File: src/source/cacheCtrlPkg.sv
// assumes 16-bit byte addresses, 256 sets, 4-word lines and a fixed 2-cycle memory read
package cacheCtrlPkg;

   // processor data and address width
   localparam int dataWidth = 16;

   // line geometry
   localparam int wordsPerLine = 4;
   localparam int indexWidth = 8;

   // address fields
   // byte offset is bit 0, word select sits right above it
   localparam int wordLsb = 1;
   localparam int indexLsb = wordLsb + $clog2(wordsPerLine);
   localparam int tagLsb = indexLsb + indexWidth;
   // tag takes whatever is left at the top
   localparam int tagWidth = dataWidth - tagLsb;

   // memory hands back read data this many cycles after memRead
   localparam int memReadLatency = 2;

   // one data word or one byte address
   typedef logic [dataWidth-1:0] word_t;

   // tag as stored in each way
   typedef logic [tagWidth-1:0] tag_t;

   // word within a line and also the memory bank number
   typedef logic [$clog2(wordsPerLine)-1:0] wordSel_t;

   // miss controller states
   // write-back states copy the victim line out one bank per cycle
   // fill states issue four bank reads, words land two cycles later
   typedef enum logic [3:0] {
      stIdle    = 4'd0,
      // victim write-back, bank 0..3
      stWb0     = 4'd1,
      stWb1     = 4'd2,
      stWb2     = 4'd3,
      stWb3     = 4'd4,
      // line fill, reads in 0..3, cache writes in 2..5
      stFill0   = 4'd5,
      stFill1   = 4'd6,
      stFill2   = 4'd7,
      stFill3   = 4'd8,
      stFill4   = 4'd9,
      stFill5   = 4'd10,
      // replay of the original access on the refilled line
      stCacheRw = 4'd11,
      // done pulse, read data comes from the cache
      stDone    = 4'd12
   } ctrlState_t;

endpackage

File: src/source/seqIf.sv
// no handshake; every field is a plain register owned by the sequencer
`timescale 1ns/1ps

interface seqIf import cacheCtrlPkg::*; ();

   // current state, straight from the state register
   ctrlState_t state;

   // way picked in idle for the whole miss
   logic reqWay;

   // miss type is only set when the request missed
   logic reqWrite;
   logic reqRead;

   // request address and write data captured in idle
   word_t reqAddr;
   word_t reqData;

   // sequencer side drives everything
   modport seq (output state, reqWay, reqWrite, reqRead, reqAddr, reqData);

   // decoder side only looks
   modport dec (input state, reqWay, reqWrite, reqRead, reqAddr, reqData);

endinterface

File: src/source/waySelect.sv
// purely combinational; both hitting ways at once is not expected and way 0 wins if it happens
`timescale 1ns/1ps

module waySelect import cacheCtrlPkg::*;
(
   input  logic       hit0,
   input  logic       hit1,
   input  logic       valid0,
   input  logic       valid1,
   input  logic       dirty0,
   input  logic       dirty1,
   input  logic       victimWay,
   output logic       way,
   output logic       anyHit,
   output ctrlState_t missState
);

   // a hit only counts on a valid line
   logic hitValid0;
   logic hitValid1;
   // flags of whichever way was picked
   logic wayValid;
   logic wayDirty;

   assign hitValid0 = hit0 && valid0;
   assign hitValid1 = hit1 && valid1;
   assign anyHit = hitValid0 || hitValid1;

   // hit way first, then an empty way, then the replacement policy
   always_comb
   begin
      if (hitValid0) way = 1'b0;
      else if (hitValid1) way = 1'b1;
      else if (!valid0) way = 1'b0;
      else if (!valid1) way = 1'b1;
      else way = victimWay;
   end

   assign wayValid = way ? valid1 : valid0;
   assign wayDirty = way ? dirty1 : dirty0;

   // dirty victim must go back to memory before the fill
   assign missState = (wayValid && wayDirty) ? stWb0 : stFill0;

endmodule

File: src/source/missSequencer.sv
// once a miss starts the sequence runs to stDone; the request must stay put while busyOut is high
`timescale 1ns/1ps

module missSequencer import cacheCtrlPkg::*;
(
   input  logic       clk,
   input  logic       rstN,
   input  logic       rd,
   input  logic       wr,
   input  word_t      addr,
   input  word_t      dataIn,
   input  logic       stall,
   input  logic       way,
   input  logic       anyHit,
   input  ctrlState_t missState,
   output logic       busyOut,
   seqIf.seq          sq
);

   // exactly one of rd and wr, not stalled, not in reset
   logic reqValid;
   // valid request that found no usable line
   logic missStart;
   ctrlState_t nextState;

   assign reqValid = (rd ^ wr) && !stall && rstN;
   assign missStart = reqValid && !anyHit;

   // anything but idle keeps the processor waiting
   assign busyOut = (sq.state != stIdle);

   always_comb
   begin
      nextState = sq.state;
      case (sq.state)
         stIdle:
         begin
            // hits finish in idle, misses branch on the victim state
            if (missStart) nextState = missState;
         end
         // write-back walks banks 0..3
         stWb0: nextState = stWb1;
         stWb1: nextState = stWb2;
         stWb2: nextState = stWb3;
         stWb3: nextState = stFill0;
         // fill always takes six cycles
         stFill0: nextState = stFill1;
         stFill1: nextState = stFill2;
         stFill2: nextState = stFill3;
         stFill3: nextState = stFill4;
         stFill4: nextState = stFill5;
         stFill5: nextState = stCacheRw;
         stCacheRw: nextState = stDone;
         stDone: nextState = stIdle;
         default: nextState = stIdle;
      endcase
   end

   // state register
   always_ff @(posedge clk)
   begin
      if (!rstN)
      begin
         sq.state <= stIdle;
      end
      else
      begin
         sq.state <= nextState;
      end
   end

   // control latches
   // follow the inputs every idle cycle, frozen for the rest of the miss
   always_ff @(posedge clk)
   begin
      if (!rstN)
      begin
         sq.reqWay <= 1'b0;
         sq.reqRead <= 1'b0;
         sq.reqWrite <= 1'b0;
      end
      else if (sq.state == stIdle)
      begin
         sq.reqWay <= way;
         // only a miss leaves a pending access for stCacheRw/stDone
         sq.reqRead <= missStart && rd;
         sq.reqWrite <= missStart && wr;
      end
   end

   // payload latches use the same capture window
   always_ff @(posedge clk)
   begin
      if (sq.state == stIdle)
      begin
         sq.reqAddr <= addr;
         sq.reqData <= dataIn;
      end
   end

endmodule

File: src/source/portDecoder.sv
// Mealy decode; idle outputs follow the live request, miss states use only the latched request
`timescale 1ns/1ps

module portDecoder import cacheCtrlPkg::*;
(
   input  logic     rd,
   input  logic     wr,
   input  word_t    addr,
   input  word_t    dataIn,
   input  logic     stall,
   input  logic     rstN,
   input  logic     anyHit,
   input  logic     hit0,
   input  logic     hit1,
   input  logic     valid0,
   input  logic     valid1,
   input  tag_t     tag0,
   input  tag_t     tag1,
   input  word_t    cacheDataOut,
   input  word_t    memDataOut,
   seqIf.dec        sq,
   output word_t    dataOut,
   output word_t    addrOut,
   output wordSel_t wordOut,
   output logic     done,
   output logic     cacheWrite0,
   output logic     cacheWrite1,
   output logic     comp0,
   output logic     comp1,
   output logic     en0,
   output logic     en1,
   output logic     memWrite,
   output logic     memRead
);

   logic reqValid;
   logic wrReq;
   logic hitValid0;
   logic hitValid1;
   // fields of the latched address
   logic [indexWidth-1:0] reqIndex;
   wordSel_t reqWord;
   // tag of the line being evicted
   tag_t victimTag;
   // bank being written back / read / landed
   wordSel_t wbBank;
   wordSel_t fillBank;
   wordSel_t fillWord;
   // fill states that issue a read, and those where read data arrives
   logic fillIssue;
   logic fillLand;

   assign reqValid = (rd ^ wr) && !stall && rstN;
   assign wrReq = reqValid && wr;
   assign hitValid0 = hit0 && valid0;
   // way 0 takes priority, same as the way choice
   assign hitValid1 = hit1 && valid1 && !hitValid0;

   assign reqIndex = sq.reqAddr[tagLsb-1:indexLsb];
   assign reqWord = sq.reqAddr[indexLsb-1:wordLsb];
   assign victimTag = sq.reqWay ? tag1 : tag0;

   // bank numbers fall out of the state encoding
   assign wbBank = wordSel_t'(sq.state - stWb0);
   assign fillBank = wordSel_t'(sq.state - stFill0);
   // data for bank k shows up memReadLatency states after its read
   assign fillWord = wordSel_t'(sq.state - stFill0 - memReadLatency);
   assign fillIssue = sq.state inside {[stFill0:stFill3]};
   assign fillLand = sq.state inside {[stFill2:stFill5]};

   always_comb
   begin
      // quiet outputs and the latched address unless a state says otherwise
      dataOut = '0;
      addrOut = sq.reqAddr;
      wordOut = reqWord;
      done = 1'b0;
      cacheWrite0 = 1'b0;
      cacheWrite1 = 1'b0;
      comp0 = 1'b0;
      comp1 = 1'b0;
      en0 = 1'b0;
      en1 = 1'b0;
      memWrite = 1'b0;
      memRead = 1'b0;
      case (sq.state)
         stIdle:
         begin
            // compare on both ways, hit completes right here
            addrOut = addr;
            wordOut = addr[indexLsb-1:wordLsb];
            dataOut = wrReq ? dataIn : '0;
            comp0 = reqValid;
            comp1 = reqValid;
            en0 = reqValid;
            en1 = reqValid;
            done = reqValid && anyHit;
            cacheWrite0 = wrReq && hitValid0;
            cacheWrite1 = wrReq && hitValid1;
         end
         stWb0, stWb1, stWb2, stWb3:
         begin
            // read victim word k from the cache and store it to bank k
            memWrite = 1'b1;
            addrOut = {victimTag, reqIndex, wbBank, 1'b0};
            wordOut = wbBank;
            dataOut = cacheDataOut;
            en0 = !sq.reqWay;
            en1 = sq.reqWay;
         end
         stFill0, stFill1, stFill2, stFill3, stFill4, stFill5:
         begin
            en0 = !sq.reqWay;
            en1 = sq.reqWay;
            // read and land phases overlap in stFill2/stFill3
            if (fillIssue)
            begin
               memRead = 1'b1;
               addrOut = {sq.reqAddr[dataWidth-1:tagLsb], reqIndex, fillBank, 1'b0};
            end
            // comp stays low so the write also sets tag and valid
            if (fillLand)
            begin
               cacheWrite0 = !sq.reqWay;
               cacheWrite1 = sq.reqWay;
               wordOut = fillWord;
               dataOut = memDataOut;
            end
         end
         stCacheRw:
         begin
            // replay the access as a hit on the chosen way
            comp0 = !sq.reqWay;
            comp1 = sq.reqWay;
            en0 = !sq.reqWay;
            en1 = sq.reqWay;
            cacheWrite0 = sq.reqWrite && !sq.reqWay;
            cacheWrite1 = sq.reqWrite && sq.reqWay;
            dataOut = sq.reqWrite ? sq.reqData : '0;
         end
         stDone:
         begin
            done = 1'b1;
            // keep the way enabled so read data is still on cacheDataOut
            en0 = sq.reqRead && !sq.reqWay;
            en1 = sq.reqRead && sq.reqWay;
         end
         default:
         begin
            // unreachable encodings also drop the address
            addrOut = '0;
         end
      endcase
   end

endmodule

File: src/source/cacheCtrlTop.sv
// miss controller only; cache arrays, memory banks and the replacement policy live outside
`timescale 1ns/1ps

module cacheCtrlTop import cacheCtrlPkg::*;
(
   input  logic     clk,
   input  logic     rstN,
   // processor request
   input  logic     rd,
   input  logic     wr,
   input  word_t    addr,
   input  word_t    dataIn,
   input  logic     stall,
   // cache way status
   input  logic     hit0,
   input  logic     hit1,
   input  logic     valid0,
   input  logic     valid1,
   input  logic     dirty0,
   input  logic     dirty1,
   input  tag_t     tag0,
   input  tag_t     tag1,
   input  word_t    cacheDataOut,
   // replacement policy pick when both ways are full
   input  logic     victimWay,
   // memory read data
   input  word_t    memDataOut,
   // cache and memory controls
   output word_t    dataOut,
   output word_t    addrOut,
   output wordSel_t wordOut,
   output logic     done,
   output logic     cacheWrite0,
   output logic     cacheWrite1,
   output logic     comp0,
   output logic     comp1,
   output logic     en0,
   output logic     en1,
   output logic     memWrite,
   output logic     memRead,
   output logic     busyOut
);

   // way choice results
   logic way;
   logic anyHit;
   ctrlState_t missState;

   // sequencer to decoder
   seqIf seqBus ();

   waySelect i_waySelect (
      .hit0      (hit0),
      .hit1      (hit1),
      .valid0    (valid0),
      .valid1    (valid1),
      .dirty0    (dirty0),
      .dirty1    (dirty1),
      .victimWay (victimWay),
      .way       (way),
      .anyHit    (anyHit),
      .missState (missState)
   );

   missSequencer i_missSequencer (
      .clk       (clk),
      .rstN      (rstN),
      .rd        (rd),
      .wr        (wr),
      .addr      (addr),
      .dataIn    (dataIn),
      .stall     (stall),
      .way       (way),
      .anyHit    (anyHit),
      .missState (missState),
      .busyOut   (busyOut),
      .sq        (seqBus.seq)
   );

   portDecoder i_portDecoder (
      .rd           (rd),
      .wr           (wr),
      .addr         (addr),
      .dataIn       (dataIn),
      .stall        (stall),
      .rstN         (rstN),
      .anyHit       (anyHit),
      .hit0         (hit0),
      .hit1         (hit1),
      .valid0       (valid0),
      .valid1       (valid1),
      .tag0         (tag0),
      .tag1         (tag1),
      .cacheDataOut (cacheDataOut),
      .memDataOut   (memDataOut),
      .sq           (seqBus.dec),
      .dataOut      (dataOut),
      .addrOut      (addrOut),
      .wordOut      (wordOut),
      .done         (done),
      .cacheWrite0  (cacheWrite0),
      .cacheWrite1  (cacheWrite1),
      .comp0        (comp0),
      .comp1        (comp1),
      .en0          (en0),
      .en1          (en1),
      .memWrite     (memWrite),
      .memRead      (memRead)
   );

endmodule

File: config.mk
export PLATFORM = sky130hd
export DESIGN_NAME = cacheCtrlTop
export DESIGN_NICKNAME = d
export VERILOG_FILES = /design/src/source/cacheCtrlPkg.sv /design/src/source/seqIf.sv /design/src/source/waySelect.sv /design/src/source/missSequencer.sv /design/src/source/portDecoder.sv /design/src/source/cacheCtrlTop.sv
export SDC_FILE = /design/constraint.sdc
export NUM_CORES = 1
export LEC_CHECK = 0
export ABC_AREA = 1
export BUFFER_PORTS_ARGS = -buffer_cell sky130_fd_sc_hd__buf_2
export CORE_ASPECT_RATIO = 2
export CORE_MARGIN = 3
export CORE_UTILIZATION = 51
export CTS_BUF_LIST = sky130_fd_sc_hd__clkbuf_8 sky130_fd_sc_hd__clkbuf_16
export CTS_CLUSTER_DIAMETER = 100
export DETAILED_ROUTE_END_ITERATION = 16
export PLACE_DENSITY_LB_ADDON = 0.3
export REMOVE_ABC_BUFFERS = 1
export SLEW_MARGIN = 25
export SYNTH_ARGS = -nofsm -noshare
export SYNTH_HDL_FRONTEND = slang
export SYNTH_SLANG_ARGS = --single-unit
File: constraint.sdc
create_clock -name clk -period 3.1 [get_ports clk]
set_input_delay 0.155 -clock clk [delete_from_list [all_inputs] [get_ports clk]]
set_output_delay 0.155 -clock clk [all_outputs]
set_load 0.02 [all_outputs]
## Word-level counts from Yosys, hierarchy flattened

Cells that the tools add are included.

- Bits in read-only memories: 0
- RAM bits: 0
- Memories kept: 0
- Output and inout bits: 44
- Register bits after elaboration: 39
- Bits in latches: 0

- Bitwise operators: 1
- Add/subtract/negate cells: 4
- Shifts and indexed selects: 0
- Div/mod/pow operators: 0
- Muxes and demuxes: 30
- Order comparisons: 4
- Eq/ne operators: 13
- Reduce and logical (&&, ||, !) cells: 30
- Multipliers: 0

Operator list:

| cell | number |
|---|---|
| 16-bit case mux with 4 select lines | 2 |
| 16-bit 2-to-1 mux | 3 |
| 4-bit case mux with 12 select lines | 1 |
| 4-bit == test, second input constant | 5 |
| 1-bit logical AND | 19 |
| 4-bit by 3-bit == test with 1-bit output, second input constant | 4 |
| 1-bit case mux with 3 select lines | 4 |
| 1-bit 2-to-1 mux | 11 |
| 11-bit OR reduction | 1 |
| 4-bit by 2-bit == test with 1-bit output, second input constant | 2 |
| 4-bit by 3-bit greater-or-equal comparator with 1-bit output, second input constant | 2 |
| 4-bit less-or-equal comparator, second input constant | 2 |
| 3-bit 2-to-1 mux | 2 |
| 1-bit case mux with 2 select lines | 3 |
| 2-bit case mux with 3 select lines | 1 |
| 6-bit OR reduction | 1 |
| 2-bit by 1-bit subtractor with 2-bit output, second input constant | 3 |
| 5-bit 2-to-1 mux | 1 |
| 4-bit by 1-bit == test with 1-bit output, second input constant | 1 |
| 1-bit logical NOT | 4 |
| 4-bit logical NOT | 1 |
| 4-bit 2-to-1 mux | 1 |
| 4-bit nonzero test | 1 |
| 4-bit OR reduction | 1 |
| other kinds (6) | 6 |

## Depth between registers and ports, before layout

Gate-level depths: netlist of run 1.

- Depth after elaboration: 9
- Mapped depth: 10
- Mapped depth without buffers: 10

## Hierarchy

From an unflattened synthesis of run 1, not the netlist that was laid out.

- Cells, all modules: 443
- Area total of the unflattened synthesis: 2945.3 µm²

Modules (own cells, without submodules):

| module | cells each | seq. area each (µm²) | area each (µm²) | times used |
|---|---|---|---|---|
| portDecoder | 320 | 0.0 | 1468.9 | 1 |
| missSequencer | 101 | 1101.1 | 1376.3 | 1 |
| waySelect | 22 | 0.0 | 100.1 | 1 |

## Worst setup path before layout of run 1

OpenSTA, ideal clock, no wires.

- Path kind: register to output
- Start: register i_missSequencer.sq.state[0]
- End: output port addrOut[10]
- Data arrival time: 1.830 ns
- Data required time: 2.945 ns
- Slack: 1.115 ns
- Stages on the path, launching flop included: 8
- Path through: dfxtp_1 inv_1 ha_1 nand2_4 clkinv_2 buf_2 a22oi_1 nand2_1

- Word-level cells in the longest chain between the ends: 3
- Elaborated cells between the ends (all ways): 17

Ends and longest elaborated chain:

| what | RTL line | source |
|---|---|---|
| start, declared | seqIf.sv:21 | `modport seq (output state, reqWay, reqWrite, reqRead, reqAddr, reqData);` |
| start signal, assigned | missSequencer.sv:64 | `sq.state <= stIdle;` |
| start signal, assigned | missSequencer.sv:68 | `sq.state <= nextState;` |
| 4-bit by 3-bit == test with 1-bit output, or another cell as far along | portDecoder.sv:86 | `case (sq.state)` |
| 6-bit OR reduction, or another cell as far along | portDecoder.sv:86 |  |
| 16-bit case mux with 4 select lines (*) | portDecoder.sv:86 |  |
| end, declared | cacheCtrlTop.sv:30 | `output word_t addrOut,` |

Every way passes the cells marked *; elsewhere a longest branch is shown, timed or not.

## Worst setup path after layout of run 1

- Start: register i_missSequencer.sq.state[0]
- End: output port dataOut[5]

- Word-level cells in the longest chain between the ends: 4
- Elaborated cells between the ends (all ways): 19

Ends and longest elaborated chain:

| what | RTL line | source |
|---|---|---|
| 4-bit by 3-bit greater-or-equal comparator with 1-bit output or 4-bit less-or-equal comparator (tied branches) | portDecoder.sv:69 | `assign fillLand = sq.state inside {[stFill2:stFill5]};` |
| 1-bit logical AND | portDecoder.sv:69 |  |
| 16-bit 2-to-1 mux | portDecoder.sv:122 | `if (fillLand)` |
| 16-bit case mux with 4 select lines (*) | portDecoder.sv:86 |  |
| end, declared | cacheCtrlTop.sv:29 | `output word_t dataOut,` |

Marked as above.

==> run summary, run 1 <==
The floorplan step set the die width to roughly 58 microns. The number of clock buffers inserted by TritonCTS came out at 5. Leaving out fill and tap cells, the most frequent cell in the layout is sky130_fd_sc_hd__buf_2. The area growth from synthesis to final layout came out at 27.3%. The distinct cell type count of the synthesized netlist is 33. The global-route wire length before repair is 12.8 mm. The maximum fanout encountered on the critical timing path is 18.

The clock latency reported for the late side of the worst-skew pair is 0.30 ns. After clock tree synthesis, the clock-pin slew on the worst setup and hold paths is about 0.08 ns. The worst setup slack before clock tree synthesis is around 0.66 ns.

The cell area power density came out at between 1000 and 1500 nW/um^2. The post-cts hold buffer count is 0. The maximum VDD drop is between 0.9 and 1 mV. The data arrival at the endpoint of the critical path is approximately 2.7 ns. The worst setup path endpoint is dataOut[5].

The startpoint class of the critical path is a register. The min-delay analysis places its worst path in the category primary input to register. The maximum clock skew at final layout is 0.0102 ns.

The number of vias in the routed layout is roughly 3,000. The period utilization came out at slightly above 90%. The post-route worst setup slack is 0.260 ns. The run finished with clean final reports. The full die area is 6340 sq um.

The number of levels the H-tree was split into came out at 2. The max-slew violation total from the final report is 0. The most critical setup path has its startpoint at i_missSequencer.sq.state[0]. The maximum clock rate came out at between 300 and 400 MHz. The warning count from the yosys run came out at 0. The floorplan has 37 rows. Global routing consumed, over all layers together, 26.4% of the routing resources. The number of global-route vias before repair came out at approximately 2,900. The remaining routing DRC violations came out at 0. The placed instances occupy a cell area of between 3000 and 4000 sq um. After detailed routing, the number of vias per cell comes to about 5.4. The post-cts resize count is 0. The data required time at the worst endpoint is 2.94 ns. The total of buffers placed on input and output ports came out at 129. On the worst path, the slowest cell contributes a delay of about 0.46 ns. The post-route non-filler standard cell count is 550.

After global routing the overflow that remains totals 0. The worst hold margin is between 0.04 and 0.05 ns. In this run the critical register-to-register path is captured at i_missSequencer.sq.state[0]. The share of flip-flops with an asynchronous set or reset is 0%. The antenna cell count is 0. Among all flip-flop cells after synthesis, the most frequent one is sky130_fd_sc_hd__edfxtp_1. The count of flip-flops with a built-in enable after synthesis is 32. The count of nets left with antenna violations once routing finished came out at 0. The worst setup slack for register-to-register paths is 1.21 ns. The pin count of the biggest net entering global routing came out at 31. The final weighted congestion in routability-driven placement is around 0.99. The core region area is just over 5000 sq um. Setup repair after global routing left no endpoint under its margin. The final period demand of the worst path is ~2.8 ns. Walking the worst path, the cells encountered are inv_1 -> ha_1 -> nor2_1 -> nand2_1 -> nand2_1 -> nand2_1 -> buf_4 -> a21oi_1 -> nand3_2 -> buf_2. The maximum clock insertion buffer count came out at 2. The post-route netlist has 32.3% of its cells at a drive strength greater than 1. The average cell area after synthesis came out at between 7 and 8 sq um. The nature of the critical path endpoint is an output port. The number of nets in the final layout is 582. The cell count after synthesis is 368. The sequential-to-total area share from yosys stat came out at 40.2%. The detailed router finished its first iteration with 163 violations.

The tree is rooted in a sky130_fd_sc_hd__clkbuf_8. The synthesized area is approximately 2700 sq um. The cell depth of the worst flop-to-flop path came out at 8. The start-to-end type of the worst setup path is register to output port.

The library cells used most frequently in the layout, excluding fill and tap cells, are 129 x sky130_fd_sc_hd__buf_2, 113 x sky130_fd_sc_hd__nand2_1, 63 x sky130_fd_sc_hd__nand3_1. The number of antenna violations at the first check in global routing is 0. CTS saw 39 sinks. The slowest stage of the critical path belongs to the cell sky130_fd_sc_hd__dfxtp_1. The final sum of negative setup slack is 0 ns. The sum of routed wire length over all layers is around 8.0 mm. The synthesis-stage register bit count is 39.

The static power due to leakage came out at approximately 1.7 nW. The first TritonRoute pass finished after 6 iterations. The final-layout fill cell count came out at between 500 and 600.

The total of endpoints with negative setup slack in the final report is 0. The total placed cells including tap cells is around 540. The number of max-capacitance violations reported is 0. The most numerous cell type found on the critical path is sky130_fd_sc_hd__nand2_1. The TritonCTS clock tree is yes. Measured against its own limit, the worst slew margin works out to 54.3%.

The post-CTS setup buffer count is 0. The slew at the pin closest to its max-slew limit is a little under 0.7 ns. The top-level I/O count is between 100 and 150. The worst reg2reg path startpoint is i_missSequencer.sq.state[0]. Once the floorplan was initialized, standard cells occupied about 53% of the core. The placed wire-length estimate is about 6 mm. Dividing the detail-routed wire length by the instance count gives about 14 microns. The die span in y came out at 110 microns.

The final design area excluding fillers came out at 3490 sq um. The number of failing hold endpoints at the final stage came out at 0.
[metrics by stage]
stage / power [mW] / util [%]
final: 3.51 / 67.3
after global routing: 3.79 / 67.3
after CTS: 3.53 / 67.3
after detailed placement: 3.08 / 65.0
after global placement: 3.05 / 65.0
after floorplan: 2.37 / -
[worst max-delay path, delay by kind of cell (launching register included)]
kind            cells  cell delay [ns]
flops               1             0.46
simple gates        5             0.78
buf+inv             3             0.67
compound gates      1             0.17
fa+ha+maj           1             0.29
[sequential cells by signal (all words and copies together), names as in the netlist]
signal and flops:
i_missSequencer.sq.reqWrite 1, i_missSequencer.sq.reqData 16, i_missSequencer.sq.reqRead 1, i_missSequencer.sq.state 4, i_missSequencer.sq.reqAddr 16, i_missSequencer.sq.reqWay 1
[worst min-delay path by stage]
stage                                     endpoint  cells past startpoint      start
floorplan            i_missSequencer.sq.reqAddr[0]                      0    addr[0]
global placement     i_missSequencer.sq.reqAddr[0]                      1    addr[0]
detailed placement   i_missSequencer.sq.reqData[6]                      1  dataIn[6]
CTS                  i_missSequencer.sq.reqAddr[0]                      1    addr[0]
global route        i_missSequencer.sq.reqAddr[12]                      1   addr[12]
finish               i_missSequencer.sq.reqAddr[0]                      1    addr[0]
[power by group]
| part | switching [mW] | internal (mW) |
|---|---|---|
| clock | 0.180 | 0.260 |
| combinational | 1.38 | 0.666 |
| sequential | 0.129 | 0.894 |
| total | 1.69 | 1.82 |
[kinds of logic (layout without fill, tap and decap cells)]
| logic type | count (synthesis) | after routing | synth area share (%) |
|---|---|---|---|
| AO/OA/AOI/OAI | 57 | 57 | 11.9 |
| adder cells (fa/ha/maj) | 5 | 5 | 2.28 |
| buffers and inverters | 44 | 168 | 8.17 |
| flip-flops | 39 | 39 | 40.2 |
| AND/OR/NAND/NOR | 223 | 223 | 37.4 |
[Yosys cell counts, types with 2 or more instances]
cell,n,area [sq um]
sky130_fd_sc_hd__nand3_2,2,20.0
sky130_fd_sc_hd__inv_2,3,11.3
sky130_fd_sc_hd__nor2_1,27,101
sky130_fd_sc_hd__buf_6,2,22.5
sky130_fd_sc_hd__a31oi_1,2,12.5
sky130_fd_sc_hd__edfxtp_1,32,961
sky130_fd_sc_hd__o21ai_0,17,85.1
sky130_fd_sc_hd__nand2_1,113,424
sky130_fd_sc_hd__a21oi_1,22,110
sky130_fd_sc_hd__buf_2,7,35.0
sky130_fd_sc_hd__nor2_2,2,12.5
sky130_fd_sc_hd__ha_1,5,62.6
sky130_fd_sc_hd__dfxtp_1,7,140
sky130_fd_sc_hd__clkbuf_1,2,7.51
sky130_fd_sc_hd__buf_4,6,45.0
sky130_fd_sc_hd__or2_2,3,18.8
sky130_fd_sc_hd__o211ai_1,3,22.5
sky130_fd_sc_hd__a22oi_1,10,75.1
sky130_fd_sc_hd__nand3_1,63,315
sky130_fd_sc_hd__nor2_8,2,40.0
sky130_fd_sc_hd__nand4_1,4,25.0
sky130_fd_sc_hd__inv_1,21,78.8
sky130_fd_sc_hd__nand3b_1,3,22.5
[per-layer routing]
| layer | GRT usage, % | up-vias | part of all wire (%) |
|---|---|---|---|
| met5 | 0 | - | 0 |
| met4 | 15.9 | 0 | 3.7 |
| met3 | 4.00 | 21 | 5.2 |
| met2 | 49.0 | 99 | 57 |
| met1 | 26.7 | 1365 | 34 |
| li1 | - | 1500 | - |
[final cells by class]
cell class                 instances  area [sq um]  share of cell area [%]
multi-input combinational        285          1420                    40.6
sequential                        39          1100                    31.6
timing repair buffer             134           683                    19.6
inverter                          26          98.8                    2.83
clock buffer                       6          82.6                    2.37
tap                               58          72.6                    2.08
clock inverter                     2          35.0                    1.00
No activity file was read; power rests on OpenSTA's default activity.
==> inputs of run 2 (changes only) <==
- CORE_UTILIZATION: 51 -> 40
==> run 2 against run 1 <==
  * Fmax rose by 4.8%
  * Largest cell class unchanged
  * Cell count is 5.3% higher
  * Sequential cell count stayed put
  * Wire length is 6.8% higher
  * Power is 2.6% higher
  * Non-clock buffer count fell by 1
  * Setup slack better by 0.13 ns
  * Clock power is 13% higher
  * Critical endpoint is now addrOut[10]
  * Global-route usage fell by 5.4 points
==> run summary, run 2 (synthesis gave the netlist of run 1 again) <==
The cell count of the worst hold path came out at 1. Of all nets on the critical path, the largest fanout is 30. The clock latency reported for the late side of the worst-skew pair came out at between 0.2 and 0.3 ns. The total of buffers placed on input and output ports is around 130. The analysis attributes to cell leakage a power of about 1.7 nW. The cell-internal power came out at about 1.9 mW.

The via density per instance is ~5.2. The detailed-routing iteration count for the pre-antenna-repair pass is 4. The clock tree root driver cell is sky130_fd_sc_hd__clkbuf_16. The core region area came out at ~6600 sq um. The area growth from synthesis to final layout came out at 29.3%. For this run, the top clock speed supported by timing is roughly 370 MHz.

The floorplan has 42 rows. The first-iteration detailed-routing DRC count is 70. The die span in y is 123 microns. The number of failing hold endpoints at the final stage is 0. The worst setup slack for register-to-register paths came out at just over 1 ns. The largest registers in the layout are i_missSequencer.sq.reqAddr: 16 flops, i_missSequencer.sq.reqData: 16 flops, i_missSequencer.sq.state: 4 flops. The final sum of negative setup slack came out at 0 ns. The floorplan step defined a die boundary enclosing between 7000 and 8000 sq um. The cell area power density is ~1000 nW/um^2. The CTS clock-pin slew for the worst setup and hold paths is approximately 0.060 ns. The worst setup path is captured at an output port.

The slew at the pin closest to its max-slew limit is 0.649 ns. The number of antenna violations at the first check in global routing is 0. The number of hold buffers added after CTS was 0.

Cells with a size suffix above 1 make up about a third of the layout. The max-slew violation total from the final report came out at 0. The maximum VDD drop came out at around 0.57 mV. Registers are responsible for 29.0% of the overall power.

In the global route stage, overall resource usage came out at 21.0%. In this run the tightest slew margin relative to its limit is a little under three fifths. The number of sinks handled by clock tree synthesis is 39. The proportion of total power due to net switching came out at between 40% and 50%. The top cell types in the final layout, fill and taps aside, are 129 x sky130_fd_sc_hd__buf_2, 113 x sky130_fd_sc_hd__nand2_1, 63 x sky130_fd_sc_hd__nand3_1. The cell depth of the worst flop-to-flop path came out at 8. The area taken by flip-flops and latches came out at between 1000 and 1500 sq um. The worst register-to-register path ends at i_missSequencer.sq.state[1]. The number of max-capacitance violations reported is 0. Traced cell by cell, the critical path runs through inv_1 -> ha_1 -> o21ai_2 -> nand3_2 -> o21ai_0 -> nand2_1 -> buf_2. The worst reg2reg path startpoint is i_missSequencer.sq.state[0]. The antenna cell count came out at 0. The data arrival at the endpoint of the critical path is 2.56 ns. The TritonCTS clock tree is yes. For the worst setup path, the data required time is between 2 and 3 ns. The remaining routing DRC violations is 0. Once the floorplan was initialized, standard cells occupied between 40% and 50% of the core. The worst hold path class is primary input to register. Among all stages on the critical path, the largest delay is contributed by sky130_fd_sc_hd__nand3_2. The number of global-route vias before repair is ~2,800. The number of nets in the final layout came out at around 580. The top-level I/O count came out at 130. The detail-routed net length per standard cell came out at 14.7 microns.

The sum of routed wire length over all layers came out at around 8.5 mm. The post-CTS setup buffer count came out at 0. The power share of the clock group came out at between 10 and 15%.

The pin count of the biggest net entering global routing is 41. The delay of the slowest cell on the worst path came out at 0.55 ns. The placed wire-length estimate came out at roughly 6.6 mm. Measured on the finished design, the core utilization comes to a little over half.

The number of clock buffers inserted by TritonCTS is 5. The final weighted congestion in routability-driven placement came out at 0.893. The footprint of the multi-input gates came out at approximately 1400 sq um. In this run, the combinational gates consume between 50 and 60% of the power. The maximum clock skew at final layout is about 0.0040 ns. The number of levels the H-tree was split into is 2.

The critical path is of the register to output port type. Setup repair after global routing left no endpoint under its margin. The run finished with clean final reports. From left edge to right edge, the die measures around 65 microns. The worst setup path is launched from a register.

The post-cts resize count is 0. The clock passes through at most 2 buffers. The first global-routing pass estimated 12.9 mm of wire. For this block, the via count after detailed routing is ~3,000.

The final period demand of the worst path is roughly 2.7 ns. The total of endpoints with negative setup slack in the final report is 0. For hold timing, the worst endpoint is i_missSequencer.sq.reqAddr[11]. The switching power is about 1.7 mW. Once detail routing completed, the nets flagged for antenna violations numbered 0. Leaving out fill and tap cells, the most frequent cell in the layout is sky130_fd_sc_hd__buf_2. The startpoint of the worst hold path is addr[11]. The period utilization came out at between 80% and 90%. The final-layout fill cell count came out at a little under 700. The residual overflow from global routing is 0.
-- run 2: cell types whose count changed in the layout (fill, tap and decap cells not counted) --
cell	change
sky130_fd_sc_hd__clkbuf_8	-6
sky130_fd_sc_hd__clkbuf_16	+5
sky130_fd_sc_hd__buf_4	-1
sky130_fd_sc_hd__bufinv_16	-1
sky130_fd_sc_hd__clkinvlp_4	+1
sky130_fd_sc_hd__inv_1	+1
-- run 2: per-layer routing --
layer / vias to the layer above / routed length [microns] / track usage [%]
li1: 1498 / - / -
met1: 1363 / 2960 / 19.5
met2: 105 / 4740 / 41.7
met3: 28 / 423 / 3.36
met4: 0 / 372 / 12.1
met5: - / 0 / 0
-- run 2: area by class of cell --
cell class / count / share of cell area (%)
Inverter: 26 / 2.79
Multi-Input combinational cell: 285 / 40.0
Timing Repair Buffer: 133 / 19.1
Sequential cell: 39 / 31.1
Tap cell: 88 / 3.11
Clock buffer: 5 / 3.53
Clock inverter: 3 / 0.459
-- run 2: power by group through the flow --
stage	clock network (mW)	logic, mW	registers, mW
6_report	0.497	2.06	1.04
4_1_cts	0.508	2.07	1.04
3_5_place_dp	0	2.06	1.05
2_1_floorplan	0	1.36	1.01
5_1_grt	0.529	2.25	1.07
3_3_place_gp	0	2.05	1.04
-- run 2: worst max path at each step --
stage | slack, ns | start | endpoint
after floorplan | 0.89 | i_missSequencer.sq.state[0] | done
after global placement | 0.80 | i_missSequencer.sq.state[0] | addrOut[6]
after detailed placement | 0.72 | i_missSequencer.sq.state[0] | addrOut[8]
after CTS | 0.41 | i_missSequencer.sq.state[0] | addrOut[8]
after global routing | 0.22 | i_missSequencer.sq.state[0] | addrOut[7]
final | 0.39 | i_missSequencer.sq.state[0] | addrOut[10]
-- run 2: through the flow --
stage	total power [mW]	instances	hold WS, ns	instance area, sq um	setup WS [ns]
floorplan	2.37	350	0.254	2620	0.894
global placement	3.09	571	0.347	3400	0.804
detailed placement	3.11	571	0.347	3400	0.716
CTS	3.62	579	0.0536	3540	0.408
global route	3.85	579	0.0554	3540	0.216
finish	3.60	579	0.0584	3540	0.390
-- run 2: worst max-delay path: cells and delay by family, from the launching register on --
family | cells | cell delay [ns]
AND/OR/NAND/NOR | 2 | 0.62
flip-flops | 1 | 0.43
AO/OA/AOI/OAI | 2 | 0.62
buffers and inverters | 2 | 0.29
adder cells (fa/ha/maj) | 1 | 0.29
==> inputs of run 3 (changes only) <==
--- a/config.mk
+++ b/config.mk
@@ -11,5 +11,5 @@
 export CORE_MARGIN = 3
 export CORE_UTILIZATION = 40
-export CTS_BUF_LIST = sky130_fd_sc_hd__clkbuf_8 sky130_fd_sc_hd__clkbuf_16
+export CTS_BUF_LIST = sky130_fd_sc_hd__clkbuf_2 sky130_fd_sc_hd__clkbuf_4 sky130_fd_sc_hd__clkbuf_8
 export CTS_CLUSTER_DIAMETER = 100
 export DETAILED_ROUTE_END_ITERATION = 16
==> constraint.sdc (replaced) <==
create_clock -name clk -period 3.1 [get_ports clk]
set_input_delay 0.155 -clock clk [delete_from_list [all_inputs] [get_ports clk]]
set_output_delay 0.155 -clock clk [all_outputs]
set_load 0.1 [all_outputs]
==> run 3 against run 2 <==
  * First-iteration DRC count up 110%
  * Sequential share of layout area down 0.088 points
  * Global-route usage rose by 0.99 points
  * Wire length up 2.0%
  * Utilization rose by 0.15 points
  * Count of clock-buffer cells in the layout is 1 higher
  * Final area is 0.28% higher
  * Cell count up 0.17%
  * Setup slack got worse by 0.14 ns
  * Non-clock buffer count is 1 higher
  * Critical path type unchanged
==> run summary, run 3 (synthesis gave the netlist of run 1 again) <==
The period utilization came out at 91.8%. The die span in y came out at between 100 and 150 microns. The cell sitting at the root of the clock tree is a sky130_fd_sc_hd__clkbuf_8.

Setup repair after global routing left no endpoint under its margin. The number of setup buffers added after CTS is 0. Max-cap violations in this run came to 0. The library cells used most frequently in the layout, excluding fill and tap cells, are 128 x sky130_fd_sc_hd__buf_2, 113 x sky130_fd_sc_hd__nand2_1, 63 x sky130_fd_sc_hd__nand3_1.

The area growth from synthesis to final layout came out at 29.6%. The maximum clock insertion buffer count is 2. The antenna cell count came out at 0. The residual overflow from global routing is 0.

The maximum clock rate came out at between 300 and 400 MHz. The total of buffers placed on input and output ports is ~130. The pin count of the biggest net entering global routing came out at 31.

The final period demand of the worst path is 2.85 ns. The start-to-end type of the worst setup path is register to output port. The worst register-to-register path ends at i_missSequencer.sq.state[2]. The data arrival at the endpoint of the critical path is 2.69 ns.

The sum of routed wire length over all layers is 8.67 mm. In this run the critical register-to-register path is launched from i_missSequencer.sq.state[0]. The most common library cell in the layout ignoring fill and taps is sky130_fd_sc_hd__buf_2. The maximum clock skew at final layout came out at about 0.0093 ns.

The number of antenna violations at the first check in global routing is 0. The share of post-route cells with drive strength above 1 is between 30% and 40%. For this run, the post-layout net count is around 580.

The clock reaches the later pin of the worst-skew pair after ~0.30 ns. The number of failing hold endpoints at the final stage came to 0. The total area inside the core boundary comes to around 6600 sq um. The worst setup path is launched from a register.

The run finished with clean final reports. The first global-routing pass estimated about 14 mm of wire. The final weighted congestion in routability-driven placement came out at 0.925. After detailed routing, the average wire length per cell comes to roughly 15 microns.

The slew at the pin closest to its max-slew limit came out at 0.673 ns. The largest registers in the layout are i_missSequencer.sq.reqAddr: 16 flops, i_missSequencer.sq.reqData: 16 flops, i_missSequencer.sq.state: 4 flops. The via density per instance is ~5.2. The placed wire-length estimate came out at roughly 6.7 mm. The cell depth of the worst flop-to-flop path came out at 9. The combined global-route utilization of all metal layers is approximately 22%. The CTS clock-pin slew for the worst setup and hold paths is 0.08 ns.

After the first detailed-routing iteration, the DRC count stood at 145. The top-level I/O count came out at 130. The TritonCTS clock tree is yes. The worst hold path belongs to the class primary input to register. The headroom to the max-slew limit came out at 55.1%. The die width is between 60 and 70 microns.

The full die area is 7940 sq um. The startpoint of the worst hold path is addr[0]. Setup violations remaining at the end of the flow were counted as 0.

The remaining routing DRC violations is 0. Once the floorplan was initialized, standard cells occupied slightly above 40% of the core. For hold timing, the worst endpoint is i_missSequencer.sq.reqAddr[0]. The first TritonRoute pass finished after 4 iterations. The max-slew violation total from the final report was 0.

The number of levels the H-tree was split into is 2. The data required time at the worst endpoint came out at between 2 and 3 ns. The total number of placement rows came out at 42. The worst setup slack for register-to-register paths came out at 1.07 ns. The worst setup path is captured at an output port. Along the worst hold path, the cell count comes to 1. The worst hold margin is roughly 0.042 ns.

The maximum fanout encountered on the critical timing path came out at 16. The number of clock buffers inserted by TritonCTS came out at 5. The number of global-route vias before repair was slightly below 3,000.

The number of routed nets with antenna violations came out at 0. The number of vias in the routed layout came out at approximately 3,000. The number of sinks handled by clock tree synthesis came out at 39. The final design utilization came out at a little over half.
run 3: what timing repair did:
item / 4_1_cts / 5_1_grt
endpoints found under the hold margin: 0 / 0
resized for setup: 0 / 1
setup endpoints to repair: 0 / 4
hold buffers: 0 / 0
run 3: critical path: stages, from the launching register on:
cell and delay [ns]:
sky130_fd_sc_hd__dfxtp_1 0.44, sky130_fd_sc_hd__inv_1 0.12, sky130_fd_sc_hd__ha_1 0.28, sky130_fd_sc_hd__nor2_1 0.20, sky130_fd_sc_hd__nand2_1 0.08, sky130_fd_sc_hd__nand2_1 0.09
sky130_fd_sc_hd__nand2_1 0.29, sky130_fd_sc_hd__buf_4 0.32, sky130_fd_sc_hd__a21oi_1 0.15, sky130_fd_sc_hd__nand3_1 0.10, sky130_fd_sc_hd__buf_2 0.30
run 3: worst max path at each step:
stage | from | endpoint | slack, ns
floorplan | i_missSequencer.sq.state[0] | done | -0.93
global placement | i_missSequencer.sq.state[2] | addrOut[1] | 0.63
detailed placement | i_missSequencer.sq.state[0] | addrOut[3] | 0.58
CTS | i_missSequencer.sq.state[2] | addrOut[2] | 0.23
global route | i_missSequencer.sq.state[0] | dataOut[4] | 0.03
finish | i_missSequencer.sq.state[0] | dataOut[14] | 0.25
run 3: metal layers:
metal | part of all wire [%] | up-vias | track usage (%)
li1 | - | 1501 | -
met1 | 35 | 1361 | 21.9
met2 | 55 | 126 | 42.0
met3 | 5.2 | 34 | 3.27
met4 | 4.8 | 0 | 13.1
met5 | 0 | - | 0
run 3: layout make-up:
| class | instances | area (sq um) |
|---|---|---|
| clock buffer | 6 | 82.6 |
| clock inverter | 2 | 38.8 |
| fill | 676 | 3070 |
| inverter | 26 | 98.8 |
| multi-input combinational | 285 | 1420 |
| sequential | 39 | 1100 |
| tap | 88 | 110 |
| timing repair buffer | 134 | 698 |
run 3: through the flow:
stage | area, sq um | setup TNS, ns | std cells | setup slack [ns]
final | 3550 | 0 | 580 | 0.254
after global routing | 3550 | 0 | 580 | 0.0318
after CTS | 3540 | 0 | 580 | 0.230
after detailed placement | 3420 | 0 | 572 | 0.581
after global placement | 3420 | 0 | 572 | 0.633
after floorplan | 2620 | -4.73 | 350 | -0.927
Power of run 3 is not shown: default switching activity piles up to over one toggle a cycle in this logic, so the estimate is an artifact.
